### config.mk
export PLATFORM = sky130hd
export DESIGN_NAME = lsu_fwd_top
export DESIGN_NICKNAME = d
export VERILOG_FILES = /design/src/lsu_wbuf_pkg.sv /design/src/lsu_req_pkg.sv /design/src/lsu_fwd_top.sv /design/src/lsu_fwd_merge.sv /design/src/lsu_wbuf_entry.sv /design/src/lsu_fwd_stage.sv
export VERILOG_INCLUDE_DIRS = /design/src
export SDC_FILE = /design/constraint.sdc
export NUM_CORES = 1
export LEC_CHECK = 0
export BUFFER_PORTS_ARGS = -buffer_cell sky130_fd_sc_hd__buf_2
export CORE_ASPECT_RATIO = 1.2
export CORE_UTILIZATION = 35
export DETAILED_ROUTE_END_ITERATION = 10
export PLACE_DENSITY = 0.59
export SYNTH_ARGS = -nofsm -noshare
export SYNTH_HDL_FRONTEND = slang
export SYNTH_SLANG_ARGS = --single-unit
### constraint.sdc
create_clock -name clk -period 6.8 [get_ports clk]
set_input_delay 0.68 -clock clk [delete_from_list [all_inputs] [get_ports clk]]
set_output_delay 0.68 -clock clk [all_outputs]
set_load 0.01 [all_outputs]
### src/lsu_fwd_defs.svh
//********************
// sizing macros for the load/store forwarding path and write buffer
// include wherever a width or buffer depth is needed
//********************
`ifndef LSU_FWD_DEFS_SVH
`define LSU_FWD_DEFS_SVH

// address bus width
`define LSU_ADDR_W 32

// bytes in one bus word, low address bits select the lane
`define LSU_WORD_BYTES 4

// write buffer entries, 2, 4 or 8
`define LSU_WBUF_DEPTH 4

// head and tail pointer width, log2 of the depth
`define LSU_WBUF_PTR_W 2

`endif
### src/lsu_wbuf_pkg.sv
//********************
// write buffer types shared by the stage, the entries and the merge
//********************
`include "lsu_fwd_defs.svh"

package lsu_wbuf_pkg;

  // one word with its byte lanes and word address
  typedef struct packed {
    logic [`LSU_WORD_BYTES-1:0]   byteen;
    logic [8*`LSU_WORD_BYTES-1:0] data;
    logic [`LSU_ADDR_W-3:0]       waddr;  // addr without byte offset
  } lane_word_t;

  // answer of one entry to the load in m
  typedef struct packed {
    logic [`LSU_WORD_BYTES-1:0]   hit_lo;  // bytes found for the load's lo word
    logic [`LSU_WORD_BYTES-1:0]   hit_hi;  // bytes found for the load's hi word
    logic [8*`LSU_WORD_BYTES-1:0] data;
  } wbuf_hit_t;

endpackage

### src/lsu_req_pkg.sv
//********************
// pipeline request types for the load/store unit
//********************
`include "lsu_fwd_defs.svh"

package lsu_req_pkg;

  // access size carried with each request
  typedef enum logic [1:0] {
    SZ_BYTE = 2'd0,
    SZ_HALF = 2'd1,
    SZ_WORD = 2'd2
  } acc_size_e;

  // request presented at the m stage
  typedef struct packed {
    logic                         valid;
    logic                         load;
    logic                         store;
    acc_size_e                    size;
    logic [`LSU_ADDR_W-1:0]       addr;
    logic [8*`LSU_WORD_BYTES-1:0] data;  // store data, lane 0 aligned
  } lsu_pkt_t;

endpackage

### src/lsu_fwd_top.sv
//********************
// store forwarding and coalescing write buffer top
//********************
`timescale 1ns/1ps
`include "lsu_fwd_defs.svh"

module lsu_fwd_top (
  input  logic                      clk,
  input  logic                      rst_n,
  input  lsu_req_pkg::lsu_pkt_t     req_m,
  input  logic                      commit_r,
  input  logic                      wbuf_drain,
  output logic [31:0]               fwd_data_m,
  output logic                      full_hit_m,
  output lsu_wbuf_pkg::lane_word_t  wbuf_head,
  output logic                      wbuf_head_valid,
  output logic                      wbuf_full,
  output logic                      wbuf_empty
);

  lsu_wbuf_pkg::lane_word_t   st_lo_r;
  lsu_wbuf_pkg::lane_word_t   st_hi_r;
  lsu_wbuf_pkg::lane_word_t   ld_lo_m;
  lsu_wbuf_pkg::lane_word_t   ld_hi_m;
  logic                       st_lo_vld_r;
  logic                       st_hi_vld_r;
  logic                       ld_vld_m;
  logic [`LSU_WBUF_DEPTH-1:0] wr_en_lo;
  logic [`LSU_WBUF_DEPTH-1:0] wr_en_hi;
  logic [`LSU_WBUF_DEPTH-1:0] entry_match_lo;
  logic [`LSU_WBUF_DEPTH-1:0] entry_match_hi;
  logic [`LSU_WBUF_DEPTH-1:0] entry_valid;
  logic [`LSU_WBUF_PTR_W-1:0] head_ptr;
  lsu_wbuf_pkg::lane_word_t   entry_contents [`LSU_WBUF_DEPTH];
  lsu_wbuf_pkg::wbuf_hit_t    entry_hit [`LSU_WBUF_DEPTH];

  lsu_fwd_stage i_lsu_fwd_stage (
    .clk            (clk),
    .rst_n          (rst_n),
    .req_m          (req_m),
    .commit_r       (commit_r),
    .wbuf_drain     (wbuf_drain),
    .entry_match_lo (entry_match_lo),
    .entry_match_hi (entry_match_hi),
    .entry_valid    (entry_valid),
    .st_lo_r        (st_lo_r),
    .st_hi_r        (st_hi_r),
    .st_lo_vld_r    (st_lo_vld_r),
    .st_hi_vld_r    (st_hi_vld_r),
    .ld_lo_m        (ld_lo_m),
    .ld_hi_m        (ld_hi_m),
    .ld_vld_m       (ld_vld_m),
    .wr_en_lo       (wr_en_lo),
    .wr_en_hi       (wr_en_hi),
    .head_ptr       (head_ptr),
    .wbuf_full      (wbuf_full),
    .wbuf_empty     (wbuf_empty)
  );

  for (genvar i = 0; i < `LSU_WBUF_DEPTH; i++) begin : g_entry
    lsu_wbuf_entry i_lsu_wbuf_entry (
      .clk      (clk),
      .rst_n    (rst_n),
      .wr_en_lo (wr_en_lo[i]),
      .wr_en_hi (wr_en_hi[i]),
      .st_lo_r  (st_lo_r),
      .st_hi_r  (st_hi_r),
      .drain_me (wbuf_drain & (head_ptr == `LSU_WBUF_PTR_W'(i))),  // head slot only
      .ld_lo_m  (ld_lo_m),
      .ld_hi_m  (ld_hi_m),
      .match_lo (entry_match_lo[i]),
      .match_hi (entry_match_hi[i]),
      .valid    (entry_valid[i]),
      .contents (entry_contents[i]),
      .hit      (entry_hit[i])
    );
  end

  lsu_fwd_merge i_lsu_fwd_merge (
    .st_lo_r         (st_lo_r),
    .st_hi_r         (st_hi_r),
    .st_lo_vld_r     (st_lo_vld_r),
    .st_hi_vld_r     (st_hi_vld_r),
    .ld_lo_m         (ld_lo_m),
    .ld_hi_m         (ld_hi_m),
    .ld_vld_m        (ld_vld_m),
    .hits            (entry_hit),
    .contents        (entry_contents),
    .entry_valid     (entry_valid),
    .head_ptr        (head_ptr),
    .fwd_data_m      (fwd_data_m),
    .full_hit_m      (full_hit_m),
    .wbuf_head       (wbuf_head),
    .wbuf_head_valid (wbuf_head_valid)
  );

endmodule

### src/lsu_fwd_merge.sv
//********************
// byte-wise forward select, r stage over buffer, plus head entry output
//********************
`timescale 1ns/1ps
`include "lsu_fwd_defs.svh"

module lsu_fwd_merge (
  input  lsu_wbuf_pkg::lane_word_t  st_lo_r,
  input  lsu_wbuf_pkg::lane_word_t  st_hi_r,
  input  logic                      st_lo_vld_r,
  input  logic                      st_hi_vld_r,
  input  lsu_wbuf_pkg::lane_word_t  ld_lo_m,
  input  lsu_wbuf_pkg::lane_word_t  ld_hi_m,
  input  logic                      ld_vld_m,
  input  lsu_wbuf_pkg::wbuf_hit_t   hits [`LSU_WBUF_DEPTH],
  input  lsu_wbuf_pkg::lane_word_t  contents [`LSU_WBUF_DEPTH],
  input  logic [`LSU_WBUF_DEPTH-1:0] entry_valid,
  input  logic [`LSU_WBUF_PTR_W-1:0] head_ptr,
  output logic [31:0]               fwd_data_m,
  output logic                      full_hit_m,
  output lsu_wbuf_pkg::lane_word_t  wbuf_head,
  output logic                      wbuf_head_valid
);

  // rhit_<store half>_<load half>
  logic [3:0]  rhit_lo_lo;
  logic [3:0]  rhit_hi_lo;
  logic [3:0]  rhit_lo_hi;
  logic [3:0]  rhit_hi_hi;
  logic [3:0]  rhit_lo;
  logic [3:0]  rhit_hi;
  logic [3:0]  bhit_lo;
  logic [3:0]  bhit_hi;
  logic [31:0] rdata_lo;
  logic [31:0] rdata_hi;
  logic [31:0] bdata_lo;
  logic [31:0] bdata_hi;
  logic [31:0] fdata_lo;
  logic [31:0] fdata_hi;
  logic [63:0] fdata_ext;
  logic [1:0]  ld_off;

  //********************
  // r stage hits
  //********************
  assign rhit_lo_lo = {4{st_lo_vld_r & (st_lo_r.waddr == ld_lo_m.waddr)}} &
                      st_lo_r.byteen & ld_lo_m.byteen;
  assign rhit_hi_lo = {4{st_hi_vld_r & (st_hi_r.waddr == ld_lo_m.waddr)}} &
                      st_hi_r.byteen & ld_lo_m.byteen;
  assign rhit_lo_hi = {4{st_lo_vld_r & (st_lo_r.waddr == ld_hi_m.waddr)}} &
                      st_lo_r.byteen & ld_hi_m.byteen;
  assign rhit_hi_hi = {4{st_hi_vld_r & (st_hi_r.waddr == ld_hi_m.waddr)}} &
                      st_hi_r.byteen & ld_hi_m.byteen;

  assign rhit_lo = rhit_lo_lo | rhit_hi_lo;
  assign rhit_hi = rhit_lo_hi | rhit_hi_hi;

  //********************
  // buffer hits
  //********************
  // at most one entry holds a given word, so OR is enough
  always_comb begin
    bhit_lo  = '0;
    bhit_hi  = '0;
    bdata_lo = '0;
    bdata_hi = '0;
    for (int e = 0; e < `LSU_WBUF_DEPTH; e++) begin
      bhit_lo |= hits[e].hit_lo;
      bhit_hi |= hits[e].hit_hi;
      for (int b = 0; b < 4; b++) begin
        bdata_lo[8*b +: 8] |= {8{hits[e].hit_lo[b]}} & hits[e].data[8*b +: 8];
        bdata_hi[8*b +: 8] |= {8{hits[e].hit_hi[b]}} & hits[e].data[8*b +: 8];
      end
    end
  end

  for (genvar b = 0; b < 4; b++) begin : g_byte
    assign rdata_lo[8*b +: 8] = ({8{rhit_lo_lo[b]}} & st_lo_r.data[8*b +: 8]) |
                                ({8{rhit_hi_lo[b]}} & st_hi_r.data[8*b +: 8]);
    assign rdata_hi[8*b +: 8] = ({8{rhit_lo_hi[b]}} & st_lo_r.data[8*b +: 8]) |
                                ({8{rhit_hi_hi[b]}} & st_hi_r.data[8*b +: 8]);

    // younger r stage byte wins
    assign fdata_lo[8*b +: 8] = rhit_lo[b] ? rdata_lo[8*b +: 8] : bdata_lo[8*b +: 8];
    assign fdata_hi[8*b +: 8] = rhit_hi[b] ? rdata_hi[8*b +: 8] : bdata_hi[8*b +: 8];
  end

  // byte offset is the lowest requested lo lane
  always_comb begin
    ld_off = 2'd0;
    for (int b = 3; b >= 0; b--) begin
      if (ld_lo_m.byteen[b]) begin
        ld_off = 2'(b);
      end
    end
  end

  assign fdata_ext  = {fdata_hi, fdata_lo} >> {ld_off, 3'b000};
  assign fwd_data_m = fdata_ext[31:0];

  assign full_hit_m = ld_vld_m &
                      (&(rhit_lo | bhit_lo | ~ld_lo_m.byteen)) &
                      (&(rhit_hi | bhit_hi | ~ld_hi_m.byteen));

  assign wbuf_head       = contents[head_ptr];  // oldest entry
  assign wbuf_head_valid = entry_valid[head_ptr];

endmodule

### src/lsu_wbuf_entry.sv
//********************
// one write buffer entry, merges stores to its word and answers loads
//********************
`timescale 1ns/1ps
`include "lsu_fwd_defs.svh"

module lsu_wbuf_entry (
  input  logic                      clk,
  input  logic                      rst_n,
  input  logic                      wr_en_lo,
  input  logic                      wr_en_hi,
  input  lsu_wbuf_pkg::lane_word_t  st_lo_r,
  input  lsu_wbuf_pkg::lane_word_t  st_hi_r,
  input  logic                      drain_me,
  input  lsu_wbuf_pkg::lane_word_t  ld_lo_m,
  input  lsu_wbuf_pkg::lane_word_t  ld_hi_m,
  output logic                      match_lo,
  output logic                      match_hi,
  output logic                      valid,
  output lsu_wbuf_pkg::lane_word_t  contents,
  output lsu_wbuf_pkg::wbuf_hit_t   hit
);

  lsu_wbuf_pkg::lane_word_t wr_word;
  logic                     wr_en;
  logic                     keep;
  logic                     ld_lo_hit;
  logic                     ld_hi_hit;

  assign wr_en   = wr_en_lo | wr_en_hi;
  assign wr_word = wr_en_hi ? st_hi_r : st_lo_r;
  assign keep    = valid & ~drain_me;  // old bytes survive only if not leaving

  always_ff @(posedge clk or negedge rst_n) begin
    if (!rst_n) begin
      valid <= 1'b0;
    end else if (wr_en) begin
      valid <= 1'b1;  // refill wins over drain
    end else if (drain_me) begin
      valid <= 1'b0;
    end
  end

  // only enabled lanes are overwritten
  always_ff @(posedge clk) begin
    if (wr_en) begin
      contents.waddr  <= wr_word.waddr;
      contents.byteen <= keep ? (contents.byteen | wr_word.byteen) : wr_word.byteen;
      for (int b = 0; b < 4; b++) begin
        if (wr_word.byteen[b]) begin
          contents.data[8*b +: 8] <= wr_word.data[8*b +: 8];
        end
      end
    end
  end

  // same word as the store in r, used for coalescing
  assign match_lo = valid & (contents.waddr == st_lo_r.waddr);
  assign match_hi = valid & (contents.waddr == st_hi_r.waddr);

  assign ld_lo_hit = valid & (contents.waddr == ld_lo_m.waddr);
  assign ld_hi_hit = valid & (contents.waddr == ld_hi_m.waddr);

  assign hit.hit_lo = {4{ld_lo_hit}} & contents.byteen & ld_lo_m.byteen;
  assign hit.hit_hi = {4{ld_hi_hit}} & contents.byteen & ld_hi_m.byteen;
  assign hit.data   = contents.data;

endmodule

### src/lsu_fwd_stage.sv
//********************
// m to r store pipe, lane expansion and write buffer allocation
// feeds the entries and the forward merge
//********************
`timescale 1ns/1ps
`include "lsu_fwd_defs.svh"

module lsu_fwd_stage (
  input  logic                        clk,
  input  logic                        rst_n,
  input  lsu_req_pkg::lsu_pkt_t       req_m,
  input  logic                        commit_r,
  input  logic                        wbuf_drain,
  input  logic [`LSU_WBUF_DEPTH-1:0]  entry_match_lo,
  input  logic [`LSU_WBUF_DEPTH-1:0]  entry_match_hi,
  input  logic [`LSU_WBUF_DEPTH-1:0]  entry_valid,
  output lsu_wbuf_pkg::lane_word_t    st_lo_r,
  output lsu_wbuf_pkg::lane_word_t    st_hi_r,
  output logic                        st_lo_vld_r,
  output logic                        st_hi_vld_r,
  output lsu_wbuf_pkg::lane_word_t    ld_lo_m,
  output lsu_wbuf_pkg::lane_word_t    ld_hi_m,
  output logic                        ld_vld_m,
  output logic [`LSU_WBUF_DEPTH-1:0]  wr_en_lo,
  output logic [`LSU_WBUF_DEPTH-1:0]  wr_en_hi,
  output logic [`LSU_WBUF_PTR_W-1:0]  head_ptr,
  output logic                        wbuf_full,
  output logic                        wbuf_empty
);

  logic [3:0]                  byteen_m;
  logic [1:0]                  size_off;    // size in bytes minus one
  logic [7:0]                  byteen_ext_m;
  logic [63:0]                 data_ext_m;
  logic [`LSU_ADDR_W-1:0]      end_addr_m;
  logic                        st_m;

  logic [`LSU_WBUF_PTR_W-1:0]  tail_ptr;
  logic [`LSU_WBUF_PTR_W-1:0]  tail_nxt;
  logic [`LSU_WBUF_PTR_W:0]    used_cnt;
  logic [`LSU_WBUF_DEPTH-1:0]  drain_oh;
  logic [`LSU_WBUF_DEPTH-1:0]  tail_oh;
  logic [`LSU_WBUF_DEPTH-1:0]  tail_nxt_oh;
  logic [`LSU_WBUF_DEPTH-1:0]  hit_lo;
  logic [`LSU_WBUF_DEPTH-1:0]  hit_hi;
  logic                        wr_lo;
  logic                        wr_hi;
  logic                        alloc_lo;
  logic                        alloc_hi;
  logic                        drain_do;
  logic [1:0]                  alloc_cnt;

  //********************
  // m stage lane expansion
  //********************
  always_comb begin
    byteen_m = 4'b1111;
    size_off = 2'd3;
    case (req_m.size)
      lsu_req_pkg::SZ_BYTE: begin
        byteen_m = 4'b0001;
        size_off = 2'd0;
      end
      lsu_req_pkg::SZ_HALF: begin
        byteen_m = 4'b0011;
        size_off = 2'd1;
      end
      default: begin
        byteen_m = 4'b1111;
        size_off = 2'd3;
      end
    endcase
  end

  assign end_addr_m   = req_m.addr + `LSU_ADDR_W'(size_off);
  assign byteen_ext_m = {4'b0000, byteen_m} << req_m.addr[1:0];
  assign data_ext_m   = {32'b0, req_m.data} << {req_m.addr[1:0], 3'b000};
  assign st_m         = req_m.valid & req_m.store;

  // load halves only carry lanes and word address
  assign ld_lo_m  = '{byteen: byteen_ext_m[3:0], data: '0, waddr: req_m.addr[`LSU_ADDR_W-1:2]};
  assign ld_hi_m  = '{byteen: byteen_ext_m[7:4], data: '0, waddr: end_addr_m[`LSU_ADDR_W-1:2]};
  assign ld_vld_m = req_m.valid & req_m.load;

  //********************
  // r stage store
  //********************
  always_ff @(posedge clk or negedge rst_n) begin
    if (!rst_n) begin
      st_lo_vld_r <= 1'b0;
      st_hi_vld_r <= 1'b0;
    end else begin
      st_lo_vld_r <= st_m;
      st_hi_vld_r <= st_m & (|byteen_ext_m[7:4]);  // misaligned only
    end
  end

  always_ff @(posedge clk) begin
    if (st_m) begin
      st_lo_r <= '{byteen: byteen_ext_m[3:0], data: data_ext_m[31:0],
                   waddr: req_m.addr[`LSU_ADDR_W-1:2]};
      st_hi_r <= '{byteen: byteen_ext_m[7:4], data: data_ext_m[63:32],
                   waddr: end_addr_m[`LSU_ADDR_W-1:2]};
    end
  end

  //********************
  // buffer allocation
  //********************
  assign drain_do = wbuf_drain & entry_valid[head_ptr];
  assign drain_oh = drain_do ? (`LSU_WBUF_DEPTH'(1) << head_ptr) : '0;

  // an entry leaving this cycle cannot take a merge
  assign hit_lo = entry_match_lo & ~drain_oh;
  assign hit_hi = entry_match_hi & ~drain_oh;

  assign wr_lo    = st_lo_vld_r & commit_r;
  assign wr_hi    = st_hi_vld_r & commit_r;
  assign alloc_lo = wr_lo & ~(|hit_lo);
  assign alloc_hi = wr_hi & ~(|hit_hi);

  assign tail_nxt    = tail_ptr + 1'b1;
  assign tail_oh     = `LSU_WBUF_DEPTH'(1) << tail_ptr;
  assign tail_nxt_oh = `LSU_WBUF_DEPTH'(1) << tail_nxt;
  assign alloc_cnt   = {1'b0, alloc_lo} + {1'b0, alloc_hi};

  assign wr_en_lo = !wr_lo ? '0 : (alloc_lo ? tail_oh : hit_lo);

  // hi goes behind lo when both take new slots
  assign wr_en_hi = !wr_hi    ? '0     :
                    !alloc_hi ? hit_hi :
                    alloc_lo  ? tail_nxt_oh : tail_oh;

  always_ff @(posedge clk or negedge rst_n) begin
    if (!rst_n) begin
      head_ptr <= '0;
      tail_ptr <= '0;
      used_cnt <= '0;
    end else begin
      head_ptr <= head_ptr + drain_do;
      tail_ptr <= tail_ptr + `LSU_WBUF_PTR_W'(alloc_cnt);
      used_cnt <= used_cnt + (`LSU_WBUF_PTR_W+1)'(alloc_cnt)
                           - (`LSU_WBUF_PTR_W+1)'(drain_do);
    end
  end

  // full leaves room for one misaligned store
  assign wbuf_full  = used_cnt > (`LSU_WBUF_PTR_W+1)'(`LSU_WBUF_DEPTH - 2);
  assign wbuf_empty = (used_cnt == '0);

endmodule

# Yosys cells after proc, flatten, opt, wreduce, memory -nomap -nowiden
# Cells that the tools add are included.
# word_totals
reg_bits,409
latch_bits,0
ram_bits,0
romBits,0
in_bits,73
word_cells,322
n_memories,0
# op_classes
addsub,7
multipliers,0
n_div,0
magnitude_cmp,3
n_eq_ne,24
shifts,6
muxes,41
bitwise,174
reduce_logical,28
# op_table
cell,count
$eq A30 B30 Y1,20
$mux W66,6
$and A8 B8 Y8,48
$or A8 B8 Y8,32
$bmux W66 S2,1
$and A4 B4 Y4,26
$mux W8,8
$or A4 B4 Y4,16
$shl A32 B5 Y64,1
$shr A64 B5 Y32,1
$mux W4,10
$and A1 B1 Y1,38
$add A32 B2 Y32,1
$reduce_and A2 Y1,16
$not A4 Y4,3
$reduce_or A4 Y1,3
$shl A1 B2 Y4 const A,3
$mux W1,9
$mux W2,4
$pmux W4 S2,1
$reduce_and A4 Y1,2
$reduce_bool A2 Y1,4
$shl A4 B2 Y8,1
$not A1 Y1,6
17 further kinds,23

# Longest topological paths before layout
# depth
word_depth,15
depth_mapped,18
depth_no_buf,13

# Hierarchy
# Synthesis repeated with hierarchy kept, for this count alone.
# unflattened
cells_unflattened,2658
area_unflattened_um2,30882.1
# modules_own_cells
mod,instances,cells_per_inst,area_per_inst_um2,seq_area_each_um2
lsu_wbuf_entry,4,368,4571.9,2006.9
lsu_fwd_stage,1,496,6486.2,3918.8
lsu_fwd_merge,1,686,6070.8,0.0
lsu_fwd_top,1,4,37.5,0.0

# Least setup slack after synthesis
# Ideal clock, no wire load.
# synth_timing
path_type,in2out
startpoint,in req_m[33] (netlist bit)
endpoint,out fwd_data_m[20]
arrival_time_ps,4107
required_time_ps,6120
slack_ps,2013
cell_stages,14
path_buffers,2
path_cell_list,ha_1 buf_2 inv_2 clkbuf_1 nand2_1 nor3_1 o32ai_1 or4_1 a211oi_1 nand4_2 or4_1 a41oi_2 nor3_1 o31ai_1
# synth_via
elab_chain_cells,11
elab_cells_between_ends,127
# synth_lines
element,line,source
start: declaration,lsu_fwd_top.sv:10,"input lsu_req_pkg::lsu_pkt_t req_m,"
$add A32 B2 Y32,lsu_fwd_stage.sv:75,assign end_addr_m = req_m.addr + `LSU_ADDR_W'(size_off);
$eq A30 B30 Y1,lsu_wbuf_entry.sv:62,assign ld_hi_hit = valid & (contents.waddr == ld_hi_m.waddr);
$and A1 B1 Y1,lsu_wbuf_entry.sv:62,
$and A4 B4 Y4 (2 in a row),lsu_wbuf_entry.sv:65,assign hit.hit_hi = {4{ld_hi_hit}} & contents.byteen & ld_hi_m.byteen;
$and A8 B8 Y8,lsu_fwd_merge.sv:72,bdata_hi[8*b +: 8] |= {8{hits[e].hit_hi[b]}} & hits[e].data[8*b +: 8];
$or A8 B8 Y8 (3 in a row),lsu_fwd_merge.sv:72,
$mux W8,lsu_fwd_merge.sv:85,assign fdata_hi[8*b +: 8] = rhit_hi[b] ? rdata_hi[8*b +: 8] : bdata_hi[8*b +: 8];
$shr A64 B5 Y32 (*),lsu_fwd_merge.sv:98,"assign fdata_ext = {fdata_hi, fdata_lo} >> {ld_off, 3'b000};"
end: declaration,lsu_fwd_top.sv:13,"output logic [31:0] fwd_data_m,"
# Every way passes the cells marked *; elsewhere a longest branch is shown, timed or not.

==> impl_metrics.tcl <==
set metrics [dict create \
    gp_congestion 1.086 \
    synth_seq_area_share 0.3699 \
    crit_start "req_m[65]" \
    worst_slew_pin_slew_ps 1507 \
    yosys-top-cells-area "edfxtp_1 (36%), xnor2_1 (8.4%), mux2_2 (6.6%)" \
    ys.flop_type "edfxtp_1" \
    post_cts_buffers 0 \
    pin_count 175 \
    drcViolationCount 0 \
    placed_cell_area_um2 36220 \
    cts-buffers-inserted 48 \
    via_per_inst 6.727 \
    max_stage_delay_ps 1070 \
    cts_tree "built" \
    port_buffers 174 \
    slew_headroom -0.01417 \
    hp-class "primary input to register" \
    worstSkewPairLatency_ps 650 \
    cts.path.max_buffers 3 \
    path_class "primary input to output pin" \
    die_h_um 334.8 \
    rsz0062_at_grt "no" \
    grt_start_max_net_pins 86 \
    initial_core_util 0.3544 \
    fin_crit_sh 0.9988 \
    clock-sinks 400 \
    fin_setup_tns_ps 0 \
    ff2ff_path_depth 11 \
    antenna_found_initial 17 \
    ir_worst_vdd_v 0.0002383 \
    path_cells "buf_2 -> ha_2 -> inv_2 -> a211oi_4 -> a31oi_1 -> a2bb2o_1 -> a2111o_1 -> nor4_1 -> nand4_1 -> buf_12 -> o22a_1 -> a221oi_1 -> nand3_1 -> buf_2" \
    hold_depth 2 \
    design_area_um2 38010 \
    clock-root-buffer "clkbuf_16" \
    drive_above_1_share 0.2765 \
    post_synth_num_cell_types 112 \
    crit_slowest_cell "a221oi_1" \
    synth.most_common_cell "edfxtp_1" \
    fmax_mhz 147.2 \
    drv_cap 1 \
    yosys-top-cells-count "edfxtp_1 (387), xnor2_1 (310), xor2_1 (222)" \
    multi_input_area_um2 18720 \
    syn_nets 3288 \
    rows 121 \
    yosysTopAreaCellShare 0.3598 \
    powerDensity_nw_per_um2 238.4 \
    p_leak_nw 13.33 \
    min_period_ps 6792 \
    dieWidth_um 279.3 \
    grt_pass1_wl_mm 293.2 \
    ys_async_sr_fraction 0.03250 \
    fin_ws_ps 8.204 \
    hold_viol 0 \
    preCtsSetupSlack_ps 366.7 \
    core-area_um2 91140 \
    clock_skew_ps 43.35 \
    worstPathRequired_ps 6120 \
    clk_pin_slew_ps 60 \
    critical_path.max_fanout 14 \
    synthCells 3207 \
    drt_iter0_markers 4710 \
    firstDrtPassIters 7 \
    nets 3529 \
    fp.dieArea_um2 93500 \
    syn_avg_cell_area_um2 10.07 \
    drt-total-wl_mm 224.9 \
    crit_top_cell "buf_2" \
    gr-total-overflow 0 \
    syn_area_um2 32300 \
    slew_violations 5 \
    h-tree-depth 2 \
    dpl.hpwl_mm 175.2 \
    fillers 9064 \
    vias 31810 \
    area_growth_pct 17.70 \
    setup_viol 0 \
    wire_per_inst_um 47.56 \
    synth_enable_flop_cells 387 \
    yosysWarningCount 0 \
    crit_path_start_kind "primary input" \
    fin_util 0.4171 \
    violations "capacitance limit, slew limit" \
    min_from "req_m[7]" \
    crit_path_end_kind "output pin" \
    status "finished, violations left" \
    synth_area_leader_cell "edfxtp_1" \
    ff_latch_area_um2 11950 \
    drtAntennaViolNets 0 \
    worstPathArrival_ps 6110 \
    ys_seq_elements 400 \
    r2r_start "g_entry[2].i_lsu_wbuf_entry.contents[1]$_DFFE_PN_" \
    grtUsageTotal 0.4728 \
    grt_pass1_vias 30850 \
    finalPower_mw 9.062 \
]
==> through the flow <==
step                      instances  hold slack, ps
final                          4728           364.2
after global routing           4718           350.3
after CTS                      4717           333.9
after detailed placement       4627           497.6
after global placement         4626           484.7
after floorplan                3207           384.4
==> flip-flops by register name, summed over array words and instances, names as in the netlist <==
signal and cells:
i_lsu_fwd_stage.tail_ptr 2, i_lsu_fwd_stage.st_lo_vld_r 1, g_entry.i_lsu_wbuf_entry.contents 264, i_lsu_fwd_stage.head_ptr 2
i_lsu_fwd_stage.st_lo_r 66, g_entry.i_lsu_wbuf_entry.valid 4, i_lsu_fwd_stage.st_hi_vld_r 1, i_lsu_fwd_stage.used_cnt 3
i_lsu_fwd_stage.st_hi_r 57
==> where the power goes <==
part           internal (mW)  switching, mW
Combinational           1.06           1.75
Clock                   1.72           1.23
Sequential              2.89          0.413
==> cell families (layout without fill, tap and decap cells) <==
| kind of cell | count (synthesis) | after routing | synth area share |
|---|---|---|---|
| adder cells (fa/ha/maj) | 8 | 8 | 0.003331 |
| multiplexers | 292 | 292 | 0.1237 |
| flip-flops | 400 | 400 | 0.3699 |
| AND/OR/NAND/NOR | 946 | 946 | 0.1582 |
| AO/OA/AOI/OAI | 591 | 591 | 0.1400 |
| other | 0 | 11 | 0 |
| XOR/XNOR | 542 | 542 | 0.1511 |
| buffers and inverters | 428 | 708 | 0.05381 |
==> worst max-delay path: cells and delay by family <==
kind                     cells  cell delay [ps]
buffers and inverters        4              930
adder cells (fa/ha/maj)      1              500
AND/OR/NAND/NOR              3             1140
AO/OA/AOI/OAI                6             2820
==> routing by layer <==
layer / track usage / wire length [um] / up-vias
met5: 0.0005233 / 69 / -
met4: 0.4790 / 28170 / 10
met3: 0.08486 / 17260 / 850
met2: 0.7617 / 102500 / 2426
met1: 0.5153 / 76900 / 15900
li1: - / - / 12620
==> layout make-up <==
cell class	instances	share of cell area
Multi-Input combinational cell	2379	0.4924
Sequential cell	400	0.3145
Timing Repair Buffer	532	0.09729
Tap cell	1230	0.04048
Clock buffer	53	0.03262
Clock inverter	36	0.01343
Inverter	87	0.008591
Antenna cell	11	0.0007241
==> path summary, 6_finish.rpt <==
check / to / slack (ps)
worst max-delay path: fwd_data_m[28] / 8
worst min register to register: i_lsu_fwd_stage.used_cnt[2]$_DFF_PN0_ / 510
worst min-delay path: i_lsu_fwd_stage.st_lo_r[37]$_SDFFCE_PP0P_ / 360
worst max register to register: g_entry[1].i_lsu_wbuf_entry.contents[6]$_DFFE_PN_ / 1440
min in group asynchronous: g_entry[0].i_lsu_wbuf_entry.valid$_DFFE_PN0P_ / 540
max in group asynchronous: i_lsu_fwd_stage.head_ptr[1]$_DFF_PN0_ / 5970
==> cell usage in the layout, fill, tap and decap left out, types with 24 or more instances in the layout <==
cell type	n
edfxtp_1	387
buf_4	346
xnor2_1	310
xor2_1	222
nand2_1	207
mux2_2	188
buf_2	174
nor2_1	146
nand4_1	112
o21ai_0	103
nand3_1	91
inv_1	86
a21oi_1	84
nor4_1	74
mux4_2	67
nor3_1	59
clkbuf_16	48
and2_1	42
and3_1	42
or4_1	40
mux2i_1	37
a222oi_1	33
a221o_1	33
o22ai_1	32
a22o_1	28
a31oi_1	24
==> repair_timing <==
item                                    in CTS  in global routing
endpoints found under the setup margin       0                  2
endpoints found under the hold margin       13                  0
resized for setup                            0                  2
hold buffers                                 1                  0
No activity file was read; power rests on OpenSTA's default activity.
